===== src/enc_defines.svh =====
`ifndef ENC_DEFINES_SVH
`define ENC_DEFINES_SVH

// Data and symbol widths
`define BYTE_W 8
`define SYM_W 10

// Sub-blocks of a symbol, abcdei then fghj
`define SIX_W 6
`define FOUR_W 4

// Symbol FIFO
`define SYM_FIFO_DEPTH 8
`define SYM_FIFO_AW 3

`endif


===== src/link_pkg.sv =====
`default_nettype none

`include "enc_defines.svh"

package link_pkg;

	// Host data byte
	typedef logic [`BYTE_W-1:0] byte_t;

	// Extra msb tells full from empty
	typedef logic [`SYM_FIFO_AW:0] fifo_ptr_t;

	// Bit position within a symbol, 0 to 9
	typedef logic [3:0] bit_cnt_t;

endpackage

`default_nettype wire


===== src/line_code_pkg.sv =====
`default_nettype none

`include "enc_defines.svh"

package line_code_pkg;

	typedef enum logic {
		RD_NEG = 1'b0,
		RD_POS = 1'b1
	} rd_e;

	typedef logic [`SIX_W-1:0] six_t;
	typedef logic [`FOUR_W-1:0] four_t;

	typedef struct packed {
		six_t abcdei;
		four_t fghj;
	} sub_blocks_t;

	// Flat word for the line, sub-block pair for the encoder
	typedef union packed {
		logic [`SYM_W-1:0] word;
		sub_blocks_t blk;
	} symbol_u;

	////////////////////////////////////////
	// Disparity of a sub-block
	function automatic logic sub_block_flips(input logic [`SIX_W-1:0] bits, input int width);
		int ones;
		ones = 0;
		for (int i = 0; i < `SIX_W; i++)
			ones += int'(bits[i]);
		return (2 * ones) != width;
	endfunction

	////////////////////////////////////////
	// 5b/6b, table holds the RD- words
	function automatic six_t encode_6b(input logic [4:0] x, input rd_e rd);
		six_t code;
		case (x)
			5'd0: code = 6'b100111;
			5'd1: code = 6'b011101;
			5'd2: code = 6'b101101;
			5'd3: code = 6'b110001;
			5'd4: code = 6'b110101;
			5'd5: code = 6'b101001;
			5'd6: code = 6'b011001;
			5'd7: code = 6'b111000;
			5'd8: code = 6'b111001;
			5'd9: code = 6'b100101;
			5'd10: code = 6'b010101;
			5'd11: code = 6'b110100;
			5'd12: code = 6'b001101;
			5'd13: code = 6'b101100;
			5'd14: code = 6'b011100;
			5'd15: code = 6'b010111;
			5'd16: code = 6'b011011;
			5'd17: code = 6'b100011;
			5'd18: code = 6'b010011;
			5'd19: code = 6'b110010;
			5'd20: code = 6'b001011;
			5'd21: code = 6'b101010;
			5'd22: code = 6'b011010;
			5'd23: code = 6'b111010;
			5'd24: code = 6'b110011;
			5'd25: code = 6'b100110;
			5'd26: code = 6'b010110;
			5'd27: code = 6'b110110;
			5'd28: code = 6'b001110;
			5'd29: code = 6'b101110;
			5'd30: code = 6'b011110;
			default: code = 6'b101011;
		endcase
		// RD+ is the complement for unbalanced words and for D.7
		if (rd == RD_POS && (sub_block_flips(code, `SIX_W) || x == 5'd7))
			code = ~code;
		return code;
	endfunction

	////////////////////////////////////////
	// 3b/4b, primary D.x.7 only
	function automatic four_t encode_4b(input logic [2:0] y, input rd_e rd);
		four_t code;
		case (y)
			3'd0: code = 4'b1011;
			3'd1: code = 4'b1001;
			3'd2: code = 4'b0101;
			3'd3: code = 4'b1100;
			3'd4: code = 4'b1101;
			3'd5: code = 4'b1010;
			3'd6: code = 4'b0110;
			default: code = 4'b1110;
		endcase
		// D.x.3 is balanced but still alternates
		if (rd == RD_POS && (sub_block_flips({2'b00, code}, `FOUR_W) || y == 3'd3))
			code = ~code;
		return code;
	endfunction

endpackage

`default_nettype wire


===== src/line_encoder.sv =====
`timescale 1ns/1ps
`default_nettype none

`include "enc_defines.svh"

module line_encoder (
	input wire logic clk,
	input wire logic rst,
	input wire logic wb_cyc,
	input wire logic wb_stb,
	input wire link_pkg::byte_t wb_dat,
	output logic wb_ack,
	output logic push,
	output line_code_pkg::symbol_u symbol,
	input wire logic full
);

	line_code_pkg::rd_e rd;
	line_code_pkg::rd_e rd_mid;
	line_code_pkg::rd_e rd_end;
	line_code_pkg::six_t six;
	line_code_pkg::four_t four;

	// Fresh request only, the ack cycle never accepts
	assign push = wb_cyc && wb_stb && !full && !wb_ack;

	////////////////////////////////////////
	// Symbol assembly
	always_comb begin
		six = line_code_pkg::encode_6b(wb_dat[4:0], rd);
		if (line_code_pkg::sub_block_flips(six, `SIX_W))
			rd_mid = line_code_pkg::rd_e'(~rd);
		else
			rd_mid = rd;

		// fghj picks its column from the disparity after abcdei
		four = line_code_pkg::encode_4b(wb_dat[7:5], rd_mid);
		if (line_code_pkg::sub_block_flips({2'b00, four}, `FOUR_W))
			rd_end = line_code_pkg::rd_e'(~rd_mid);
		else
			rd_end = rd_mid;

		symbol.blk.abcdei = six;
		symbol.blk.fghj = four;
	end

	////////////////////////////////////////
	// Ack and running disparity
	always_ff @(posedge clk) begin
		if (rst) begin
			wb_ack <= 1'b0;
			rd <= line_code_pkg::RD_NEG;
		end else begin
			wb_ack <= push;
			if (push)
				rd <= rd_end;
		end
	end

endmodule

`default_nettype wire


===== src/symbol_fifo.sv =====
`timescale 1ns/1ps
`default_nettype none

`include "enc_defines.svh"

module symbol_fifo (
	input wire logic clk,
	input wire logic rst,
	input wire logic push,
	input wire line_code_pkg::symbol_u wr_symbol,
	output logic full,
	input wire logic pop,
	output line_code_pkg::symbol_u rd_symbol,
	output logic valid
);

	line_code_pkg::symbol_u mem [`SYM_FIFO_DEPTH];
	link_pkg::fifo_ptr_t wr_ptr;
	link_pkg::fifo_ptr_t rd_ptr;
	logic do_push;
	logic do_pop;

	// Same slot, other lap
	assign full = (wr_ptr[`SYM_FIFO_AW] != rd_ptr[`SYM_FIFO_AW]) &&
		(wr_ptr[`SYM_FIFO_AW-1:0] == rd_ptr[`SYM_FIFO_AW-1:0]);
	assign valid = wr_ptr != rd_ptr;

	assign do_push = push && !full;
	assign do_pop = pop && valid;

	// Head entry, read without a register
	assign rd_symbol = mem[rd_ptr[`SYM_FIFO_AW-1:0]];

	always_ff @(posedge clk) begin
		if (do_push)
			mem[wr_ptr[`SYM_FIFO_AW-1:0]] <= wr_symbol;
	end

	always_ff @(posedge clk) begin
		if (rst) begin
			wr_ptr <= '0;
			rd_ptr <= '0;
		end else begin
			if (do_push)
				wr_ptr <= wr_ptr + 1'b1;
			if (do_pop)
				rd_ptr <= rd_ptr + 1'b1;
		end
	end

endmodule

`default_nettype wire


===== src/symbol_serializer.sv =====
`timescale 1ns/1ps
`default_nettype none

`include "enc_defines.svh"

module symbol_serializer (
	input wire logic clk,
	input wire logic rst,
	input wire line_code_pkg::symbol_u symbol,
	input wire logic valid,
	output logic pop,
	output logic ser_out,
	output logic ser_valid
);

	logic [`SYM_W-1:0] shreg;
	link_pkg::bit_cnt_t cnt;
	logic busy;
	logic last;

	assign last = busy && (cnt == link_pkg::bit_cnt_t'(`SYM_W - 1));

	// Take the next symbol while bit j goes out, so no gap
	assign pop = valid && (!busy || last);

	assign ser_valid = busy;
	assign ser_out = busy && shreg[`SYM_W-1];

	////////////////////////////////////////
	// Shift register, bit a first
	always_ff @(posedge clk) begin
		if (pop)
			shreg <= symbol.word;
		else
			shreg <= {shreg[`SYM_W-2:0], 1'b0};
	end

	always_ff @(posedge clk) begin
		if (rst) begin
			busy <= 1'b0;
			cnt <= '0;
		end else if (pop) begin
			busy <= 1'b1;
			cnt <= '0;
		end else if (busy) begin
			cnt <= cnt + 1'b1;
			if (last)
				busy <= 1'b0;
		end
	end

endmodule

`default_nettype wire


===== src/serdes_tx_top.sv =====
`timescale 1ns/1ps
`default_nettype none

module serdes_tx_top (
	input wire logic clk,
	input wire logic rst,
	input wire logic wb_cyc,
	input wire logic wb_stb,
	input wire link_pkg::byte_t wb_dat,
	output logic wb_ack,
	output logic ser_out,
	output logic ser_valid
);

	logic push;
	logic full;
	logic pop;
	logic fifo_valid;
	line_code_pkg::symbol_u enc_symbol;
	line_code_pkg::symbol_u fifo_symbol;

	line_encoder i_encoder (
		.clk(clk),
		.rst(rst),
		.wb_cyc(wb_cyc),
		.wb_stb(wb_stb),
		.wb_dat(wb_dat),
		.wb_ack(wb_ack),
		.push(push),
		.symbol(enc_symbol),
		.full(full)
	);

	symbol_fifo i_fifo (
		.clk(clk),
		.rst(rst),
		.push(push),
		.wr_symbol(enc_symbol),
		.full(full),
		.pop(pop),
		.rd_symbol(fifo_symbol),
		.valid(fifo_valid)
	);

	symbol_serializer i_serializer (
		.clk(clk),
		.rst(rst),
		.symbol(fifo_symbol),
		.valid(fifo_valid),
		.pop(pop),
		.ser_out(ser_out),
		.ser_valid(ser_valid)
	);

endmodule

`default_nettype wire


===== config.mk =====
export PLATFORM = sky130hd
export DESIGN_NAME = serdes_tx_top
export DESIGN_NICKNAME = d
export VERILOG_FILES = /design/src/link_pkg.sv /design/src/line_code_pkg.sv /design/src/line_encoder.sv /design/src/symbol_fifo.sv /design/src/symbol_serializer.sv /design/src/serdes_tx_top.sv
export VERILOG_INCLUDE_DIRS = /design/src
export SDC_FILE = /design/constraint.sdc
export NUM_CORES = 1
export LEC_CHECK = 0
export BUFFER_PORTS_ARGS = -buffer_cell sky130_fd_sc_hd__buf_2
export CAP_MARGIN = 20
export CELL_PAD_IN_SITES_DETAIL_PLACEMENT = 1
export CELL_PAD_IN_SITES_GLOBAL_PLACEMENT = 2
export CORE_ASPECT_RATIO = 0.8
export CORE_MARGIN = 5
export CORE_UTILIZATION = 49
export CTS_BUF_LIST = sky130_fd_sc_hd__clkbuf_8 sky130_fd_sc_hd__clkbuf_16
export DETAILED_ROUTE_END_ITERATION = 12
export PLACE_DENSITY_LB_ADDON = 0.08
export SLEW_MARGIN = 20
export SYNTH_ARGS = -nofsm -noshare
export SYNTH_HDL_FRONTEND = slang
export SYNTH_SLANG_ARGS = --single-unit

===== constraint.sdc =====
create_clock -name clk -period 15 [get_ports clk]
set_input_delay 3.75 -clock clk [delete_from_list [all_inputs] [get_ports clk]]
set_output_delay 3.75 -clock clk [all_outputs]
set_load 0.005 [all_outputs]

==> results of run 1 <==
## per-layer routing
| layer | part of all wire, % | GRT usage, % | vias to the layer above |
|---|---|---|---|
| met5 | 0 | 0 | - |
| met4 | 0.76 | 4.55 | 0 |
| met3 | 3.2 | 3.32 | 4 |
| met2 | 49 | 28.2 | 37 |
| met1 | 47 | 23.4 | 1452 |
| li1 | - | - | 1388 |
## worst min path at each step
| stage | slack [ns] | cells after the start | to |
|---|---|---|---|
| detailed placement | 0.46 | 2 | i_serializer.shreg[1]$_DFF_P_ |
| global route | 0.52 | 2 | i_serializer.shreg[7]$_DFF_P_ |
| global placement | 0.45 | 2 | i_serializer.shreg[8]$_DFF_P_ |
| finish | 0.47 | 2 | i_serializer.shreg[1]$_DFF_P_ |
| CTS | 0.47 | 2 | i_serializer.shreg[1]$_DFF_P_ |
| floorplan | 0.44 | 2 | i_serializer.shreg[1]$_DFF_P_ |
## area by class of cell
| cell class | instances | area (um^2) |
|---|---|---|
| multi-input cells | 215 | 2020 |
| inverters | 17 | 63.8 |
| repair buffers | 22 | 130 |
| clock inverters | 7 | 76.3 |
| fillers | 1040 | 4590 |
| clock buffers | 9 | 225 |
| flip-flops and latches | 108 | 2960 |
| well taps | 140 | 175 |
## metrics by stage
| stage | utilization [%] | worst slack [ns] | total power [mW] | instance area [um^2] | instances |
|---|---|---|---|---|---|
| floorplan | - | 4.25 | 0.594 | 5120 | 362 |
| global placement | 52.2 | 3.96 | 0.647 | 5350 | 502 |
| detailed placement | 52.2 | 3.71 | 0.658 | 5350 | 502 |
| CTS | 55.2 | 4.10 | 0.894 | 5650 | 518 |
| global route | 55.2 | 3.65 | 0.943 | 5650 | 518 |
| finish | 55.2 | 4.16 | 0.882 | 5650 | 518 |
## state kept, by name, indices dropped and copies added (netlist names), named ones only
name,flops
i_serializer.shreg,10
i_fifo.wr_ptr,4
i_serializer.cnt,4
i_serializer.ser_valid,1
i_encoder.wb_ack,1
i_encoder.rd,1
i_fifo.rd_ptr,4
i_fifo.mem,80
## cell families after synthesis
| family | count (synthesis) | synth area share [%] |
|---|---|---|
| mux | 37 | 12.2 |
| fa+ha+maj | 25 | 7.14 |
| flops | 108 | 57.9 |
| buf+inv | 39 | 3.35 |
| xor+xnor | 24 | 4.11 |
| simple gates | 70 | 8.02 |
| compound gates | 59 | 7.26 |
## synthesized netlist by cell type (2+ instances only)
master | instances | area (um^2)
sky130_fd_sc_hd__nor4b_1 | 3 | 26.3
sky130_fd_sc_hd__nand2b_1 | 6 | 37.5
sky130_fd_sc_hd__o22ai_1 | 2 | 12.5
sky130_fd_sc_hd__ha_1 | 18 | 225
sky130_fd_sc_hd__nor2b_1 | 2 | 12.5
sky130_fd_sc_hd__o221ai_1 | 2 | 17.5
sky130_fd_sc_hd__dfxtp_1 | 28 | 561
sky130_fd_sc_hd__o31ai_1 | 3 | 22.5
sky130_fd_sc_hd__nor2_1 | 16 | 60.1
sky130_fd_sc_hd__o21ai_0 | 6 | 30.0
sky130_fd_sc_hd__edfxtp_1 | 80 | 2400
sky130_fd_sc_hd__mux2_1 | 3 | 33.8
sky130_fd_sc_hd__nand3b_1 | 3 | 22.5
sky130_fd_sc_hd__xor2_1 | 9 | 78.8
sky130_fd_sc_hd__a21oi_1 | 32 | 160
sky130_fd_sc_hd__o31a_1 | 2 | 17.5
sky130_fd_sc_hd__clkbuf_1 | 7 | 26.3
sky130_fd_sc_hd__buf_1 | 2 | 7.51
sky130_fd_sc_hd__mux4_2 | 20 | 450
sky130_fd_sc_hd__a31oi_1 | 3 | 18.8
sky130_fd_sc_hd__fa_1 | 7 | 140
sky130_fd_sc_hd__nor3_1 | 7 | 35.0
sky130_fd_sc_hd__nand4_1 | 2 | 12.5
sky130_fd_sc_hd__nor3b_1 | 3 | 22.5
sky130_fd_sc_hd__nand3_1 | 6 | 30.0
sky130_fd_sc_hd__and2_1 | 2 | 12.5
sky130_fd_sc_hd__buf_2 | 11 | 55.1
sky130_fd_sc_hd__inv_1 | 16 | 60.1
sky130_fd_sc_hd__nand2_1 | 8 | 30.0
sky130_fd_sc_hd__or4_1 | 2 | 15.0
sky130_fd_sc_hd__mux2i_1 | 14 | 140
sky130_fd_sc_hd__nor4bb_1 | 2 | 20.0
sky130_fd_sc_hd__xnor2_1 | 15 | 131
## power groups by stage
stage / sequential (mW) / clock [mW] / combinational, mW
6_report: 0.407 / 0.235 / 0.241
3_5_place_dp: 0.414 / 0 / 0.244
4_1_cts: 0.408 / 0.240 / 0.246
3_3_place_gp: 0.413 / 0 / 0.235
2_1_floorplan: 0.399 / 0 / 0.194
5_1_grt: 0.411 / 0.256 / 0.277
## worst max-delay path: cells and delay by family
kind	cells	cell delay, ns
fa+ha+maj	10	3.88
simple gates	5	1.03
buf+inv	8	0.81
compound gates	3	0.74
xor+xnor	4	0.60
mux	1	0.30
==> results.md, run 1 <==
* Status: complete, no violations
* Final critical-path share of the clock period at 72.3%
* Synthesized instance count at 362
* Max cap viols at 0
* Unrepaired setup endpoints after global routing: no
* Leading cell type in the layout, fill and taps excluded: sky130_fd_sc_hd__edfxtp_1
* Top library cells by usage in the layout, fill and taps aside: 80 x sky130_fd_sc_hd__edfxtp_1, 32 x sky130_fd_sc_hd__a21oi_1, 28 x sky130_fd_sc_hd__dfxtp_1
* Flops & latches, synth at 108
* Clock network fraction of total power at 26.6%
* CTS Sinks at 108
* CTS tree: built
* Origin of the worst setup path: wb_dat[0]
* Worst slack on hold paths at 0.471 ns
* Net load switching power at 0.271 mW
* Worst vdd rail ir drop at 73.8 uV
* Vias post-DR at 2,881
* Clock transition at the registers of the reported paths at 0.07 ns
* Worst Setup EP: i_encoder.rd$_SDFFE_PP0P_
* Power share of the combinational group at 27.3%
* Wire length of the first global-routing pass at 16,500 um
* Worst-case clock buffer depth at 2
* Internal reg-to-reg setup slack at 10.32 ns
* Highest cell delay on the worst timing path at 0.54 ns
* Antenna violations before repair at 0
* Clock root buffer: sky130_fd_sc_hd__clkbuf_16
* Vert. Die Dim at 101 um
* Time the final worst path needs with I/O delays and setup at 10.84 ns
* Transition at the pin with the smallest max-transition slack at 1.04 ns
* Slew Limit Headroom at 30.6%
* Drt first-iter violations at 191
* Vias in the first global route at 3,040
* Syn. warnings at 0
* Pre-Repair DR Iteration Count at 4
* Setup fix buffers added after clock tree synthesis at 0
* Most common cell on crit path: sky130_fd_sc_hd__fa_1
* Internal power at 0.611 mW
* Number of enable flip-flop cells after synthesis at 80
* Pin count of the biggest net entering global routing at 21
* Worst EP required at 15.27 ns
* Worst reg2reg startpoint: i_encoder.rd$_SDFFE_PP0P_
* Avg WL per Cell at 19.2 um
* Synthesized Nets at 399
* DIE WIDTH at 124 um
* Proportion of register bits with asynchronous set or reset after synthesis at 0%
* Critical Path AT at 11.11 ns
* Ratio of routed vias to standard cells at 5.56
* CTS Buf Count at 9
* Cell Pwr Density at 156 nW/um^2
* Number of remaining DRC errors at 0
* # IOs at 15
* Endpoint type of the worst setup path: flop
* Total gr overflow at 0
* Length in cells of the worst reg-to-reg path at 19
* Fraction of layout instances using a drive strength above 1 at 17.7%
* Slowest CP cell: sky130_fd_sc_hd__fa_1
* Post-detailed-route count of antenna-violating nets at 0
* Most common flop cell mapped by yosys: sky130_fd_sc_hd__edfxtp_1
* GR Util All Layers at 17.0%
* Netlist area before placement at 5120 um^2
* Launch instance of the worst min-delay path: i_serializer.shreg[0]$_SDFF_PN0_
* DIE AREA at 12,600 um^2
* Leak Pwr at 1.91 nW
* Class of the tightest hold or removal check: flop to flop
* Mean post-synth cell area at 14.1 um^2
* Post-cts sizing count at 0
* Hold Fails Final Rpt at 0
* Core Rows at 33
* Post-Route Skew at 0.00689 ns
* Yosys cell types at 53
* Hold-fix buffers at CTS at 0
* Area delta synth->final at 10.5%
* Final TNS setup at 0 ns
* Start-to-end type of the worst setup path: primary input to flop
* Number of buffers added on ports at 14
* Clock latency at the later pin of the worst-skew pair at 0.34 ns
* CTS H-Tree Depth at 3
* Achievable Freq at 92.2 MHz
* Post-synthesis sequential area ratio at 57.9%
* Detailed-placement wirelength estimate at 6880 um
* Switching power as a share of total power at 30.8%
* Crit-path max FO at 10
* Relative contribution of sequential cells to total power at 46.1%
* Initial core utilization at 50.0%
* Core Region at 10,200 um^2
* ANT cells at 0
* Routed Wire Length at 9940 um
* Max-slew violation total from the final report at 0
* Element type at the critical path start: primary input
* Final weighted congestion in routability-driven placement at 0.737
* Endpoint of the lowest-slack register-to-register path: i_encoder.rd$_SDFFE_PP0P_
* Setup-failing EPs final at 0
* Total Nets Final at 410
(Power assumes the default switching activity.)
==> run 2, diff against run 1 <==
- CORE_UTILIZATION: 49 -> 41
- clock period: 15 -> 9.9 ns (I/O delays scaled with it)
==> results.md, run 2 (synthesized netlist as in run 1, its figures left out) <==
* Hold Fails Final Rpt at 0
* Top library cells by usage in the layout, fill and taps aside: 80 x sky130_fd_sc_hd__edfxtp_1, 32 x sky130_fd_sc_hd__a21oi_1, 28 x sky130_fd_sc_hd__dfxtp_1
* Vias post-DR at 2,917
* Cell Pwr Density at 234 nW/um^2
* Layout Cell Area excl Fill at 5710 um^2
* Most common cell on crit path: sky130_fd_sc_hd__fa_1
* # fillers at 1,225
* Core Rows at 36
* Highest cell delay on the worst timing path at 0.54 ns
* Status: complete, no violations
* Instance area at placement at 5420 um^2
* Worst-case clock buffer depth at 2
* Total Nets Final at 415
* DIE WIDTH at 135 um
* CTS Sinks at 108
* Top Metal Used: met4
* Sum of routed wire segments on met1 at 4860 um
* CTS Buf Count at 9
* Class of the tightest hold or removal check: flop to flop
* Max-slew violation total from the final report at 0
* Pin count of the biggest net entering global routing at 21
* Slew Limit Headroom at 31.2%
* Number of flip-flops in the largest register at 80
* Start-to-end type of the worst setup path: primary input to flop
* Post-detailed-route count of antenna-violating nets at 0
* Drt first-iter violations at 132
* Worst vdd rail ir drop at 106 uV
* Vert. Die Dim at 110 um
* Detailed-placement wirelength estimate at 7020 um
* Worst EP required at 10.17 ns
* Max cap viols at 0
* Antenna violations before repair at 0
* Fraction of layout instances using a drive strength above 1 at 18.8%
* Element type at the critical path start: primary input
* Ratio of routed vias to standard cells at 5.27
* Transition at the pin with the smallest max-transition slack at 1.03 ns
* Final TNS setup at 0 ns
* Critical Path AT at 9.52 ns
* Post-Route Skew at 0.00822 ns
* PnR worst setup slack at 0.645 ns
* Setup-failing EPs final at 0
* Time the final worst path needs with I/O delays and setup at 9.25 ns
* Clock latency at the later pin of the worst-skew pair at 0.34 ns
* Pre-Repair DR Iteration Count at 4
* Routed wl met3 at 272 um
* Leading cell type in the layout, fill and taps excluded: sky130_fd_sc_hd__edfxtp_1
* Post-cts sizing count at 0
* Avg WL per Cell at 18.0 um
* Leak Pwr at 1.92 nW
* Vias in the first global route at 3,131
* Worst slack at placement at 0.192 ns
* Number of remaining DRC errors at 0
* Core Region at 12,200 um^2
* Hold-fix buffers at CTS at 0
* Initial core utilization at 41.9%
* Internal reg-to-reg setup slack at 5.42 ns
* Routed Wire Length at 9980 um
* Slowest CP cell: sky130_fd_sc_hd__fa_1
* Achievable Freq at 108 MHz
* DIE AREA at 14,800 um^2
* Unrepaired setup endpoints after global routing: no
* Endpoint type of the worst setup path: flop
* CTS H-Tree Depth at 3
* Total gr overflow at 0
* Final weighted congestion in routability-driven placement at 0.761
* Wire length of the first global-routing pass at 16,800 um
* Area delta synth->final at 11.6%
* Final critical-path share of the clock period at 93.5%
* GR Util All Layers at 14.9%
* ANT cells at 0
* CTS tree: built
* Number of buffers added on ports at 14
* # IOs at 15
* Gate family responsible for the most delay along the worst path: adder cells
* Clock root buffer: sky130_fd_sc_hd__clkbuf_16
* Count of buffer and inverter cells on the critical path at 8
* Setup fix buffers added after clock tree synthesis at 0
* Clock transition at the registers of the reported paths at 0.06 ns
* Met2 wire len at 4720 um
* Crit-path max FO at 10
-- run 2: cell types whose count changed in the layout (fill, tap and decap cells not counted) --
cell / before / now
sky130_fd_sc_hd__nor4bb_4: 1 / 0
sky130_fd_sc_hd__nor4bb_2: 0 / 1
sky130_fd_sc_hd__clkinvlp_4: 1 / 2
sky130_fd_sc_hd__clkinv_2: 0 / 2
sky130_fd_sc_hd__inv_6: 2 / 0
sky130_fd_sc_hd__buf_4: 8 / 13
sky130_fd_sc_hd__inv_1: 17 / 16
sky130_fd_sc_hd__clkinv_1: 0 / 1
sky130_fd_sc_hd__clkinv_4: 2 / 1
-- run 2: final timing paths --
check,start,to,cells past startpoint
max reg2reg,i_encoder.rd$_SDFFE_PP0P_,i_encoder.rd$_SDFFE_PP0P_,19
min,i_serializer.shreg[7]$_DFF_P_,i_serializer.shreg[8]$_DFF_P_,2
max,wb_dat[0],i_encoder.rd$_SDFFE_PP0P_,31
min reg2reg,i_serializer.shreg[7]$_DFF_P_,i_serializer.shreg[8]$_DFF_P_,2
-- run 2: final cells by class --
type                            instances  area, um^2  area share [%]
Clock inverter                          7        67.6            1.18
Inverter                               17        63.8            1.12
Tap cell                              171         214            3.75
Clock buffer                            9         225            3.94
Sequential cell                       108        2960            51.9
Multi-Input combinational cell        215        2010            35.2
Timing Repair Buffer                   27         168            2.94
-- run 2: tightest hold or removal path: stages, from the launching register on --
cell and delay (ns):
sky130_fd_sc_hd__dfxtp_1 0.31, sky130_fd_sc_hd__a21oi_1 0.03, sky130_fd_sc_hd__a21oi_1 0.10
-- run 2: per-layer routing --
| metal | vias up | global-route usage [%] |
|---|---|---|
| li1 | 1393 | - |
| met1 | 1479 | 20.0 |
| met2 | 36 | 24.6 |
| met3 | 9 | 3.34 |
| met4 | 0 | 4.00 |
| met5 | - | 0 |
-- run 2: power by group --
| group | total [mW] | internal, mW | switching [mW] |
|---|---|---|---|
| combinational | 0.372 | 0.151 | 0.221 |
| sequential | 0.616 | 0.582 | 0.0337 |
| clock | 0.347 | 0.195 | 0.152 |
| total | 1.34 | 0.928 | 0.407 |
-- run 2: stage by stage --
stage | hold slack, ns | power (mW) | std cells | util (%)
final | 0.477 | 1.34 | 554 | 46.8
after global routing | 0.502 | 1.43 | 554 | 46.8
after CTS | 0.488 | 1.36 | 554 | 46.8
after detailed placement | 0.465 | 1.01 | 538 | 44.4
after global placement | 0.454 | 0.990 | 538 | 44.4
after floorplan | 0.441 | 0.900 | 362 | -
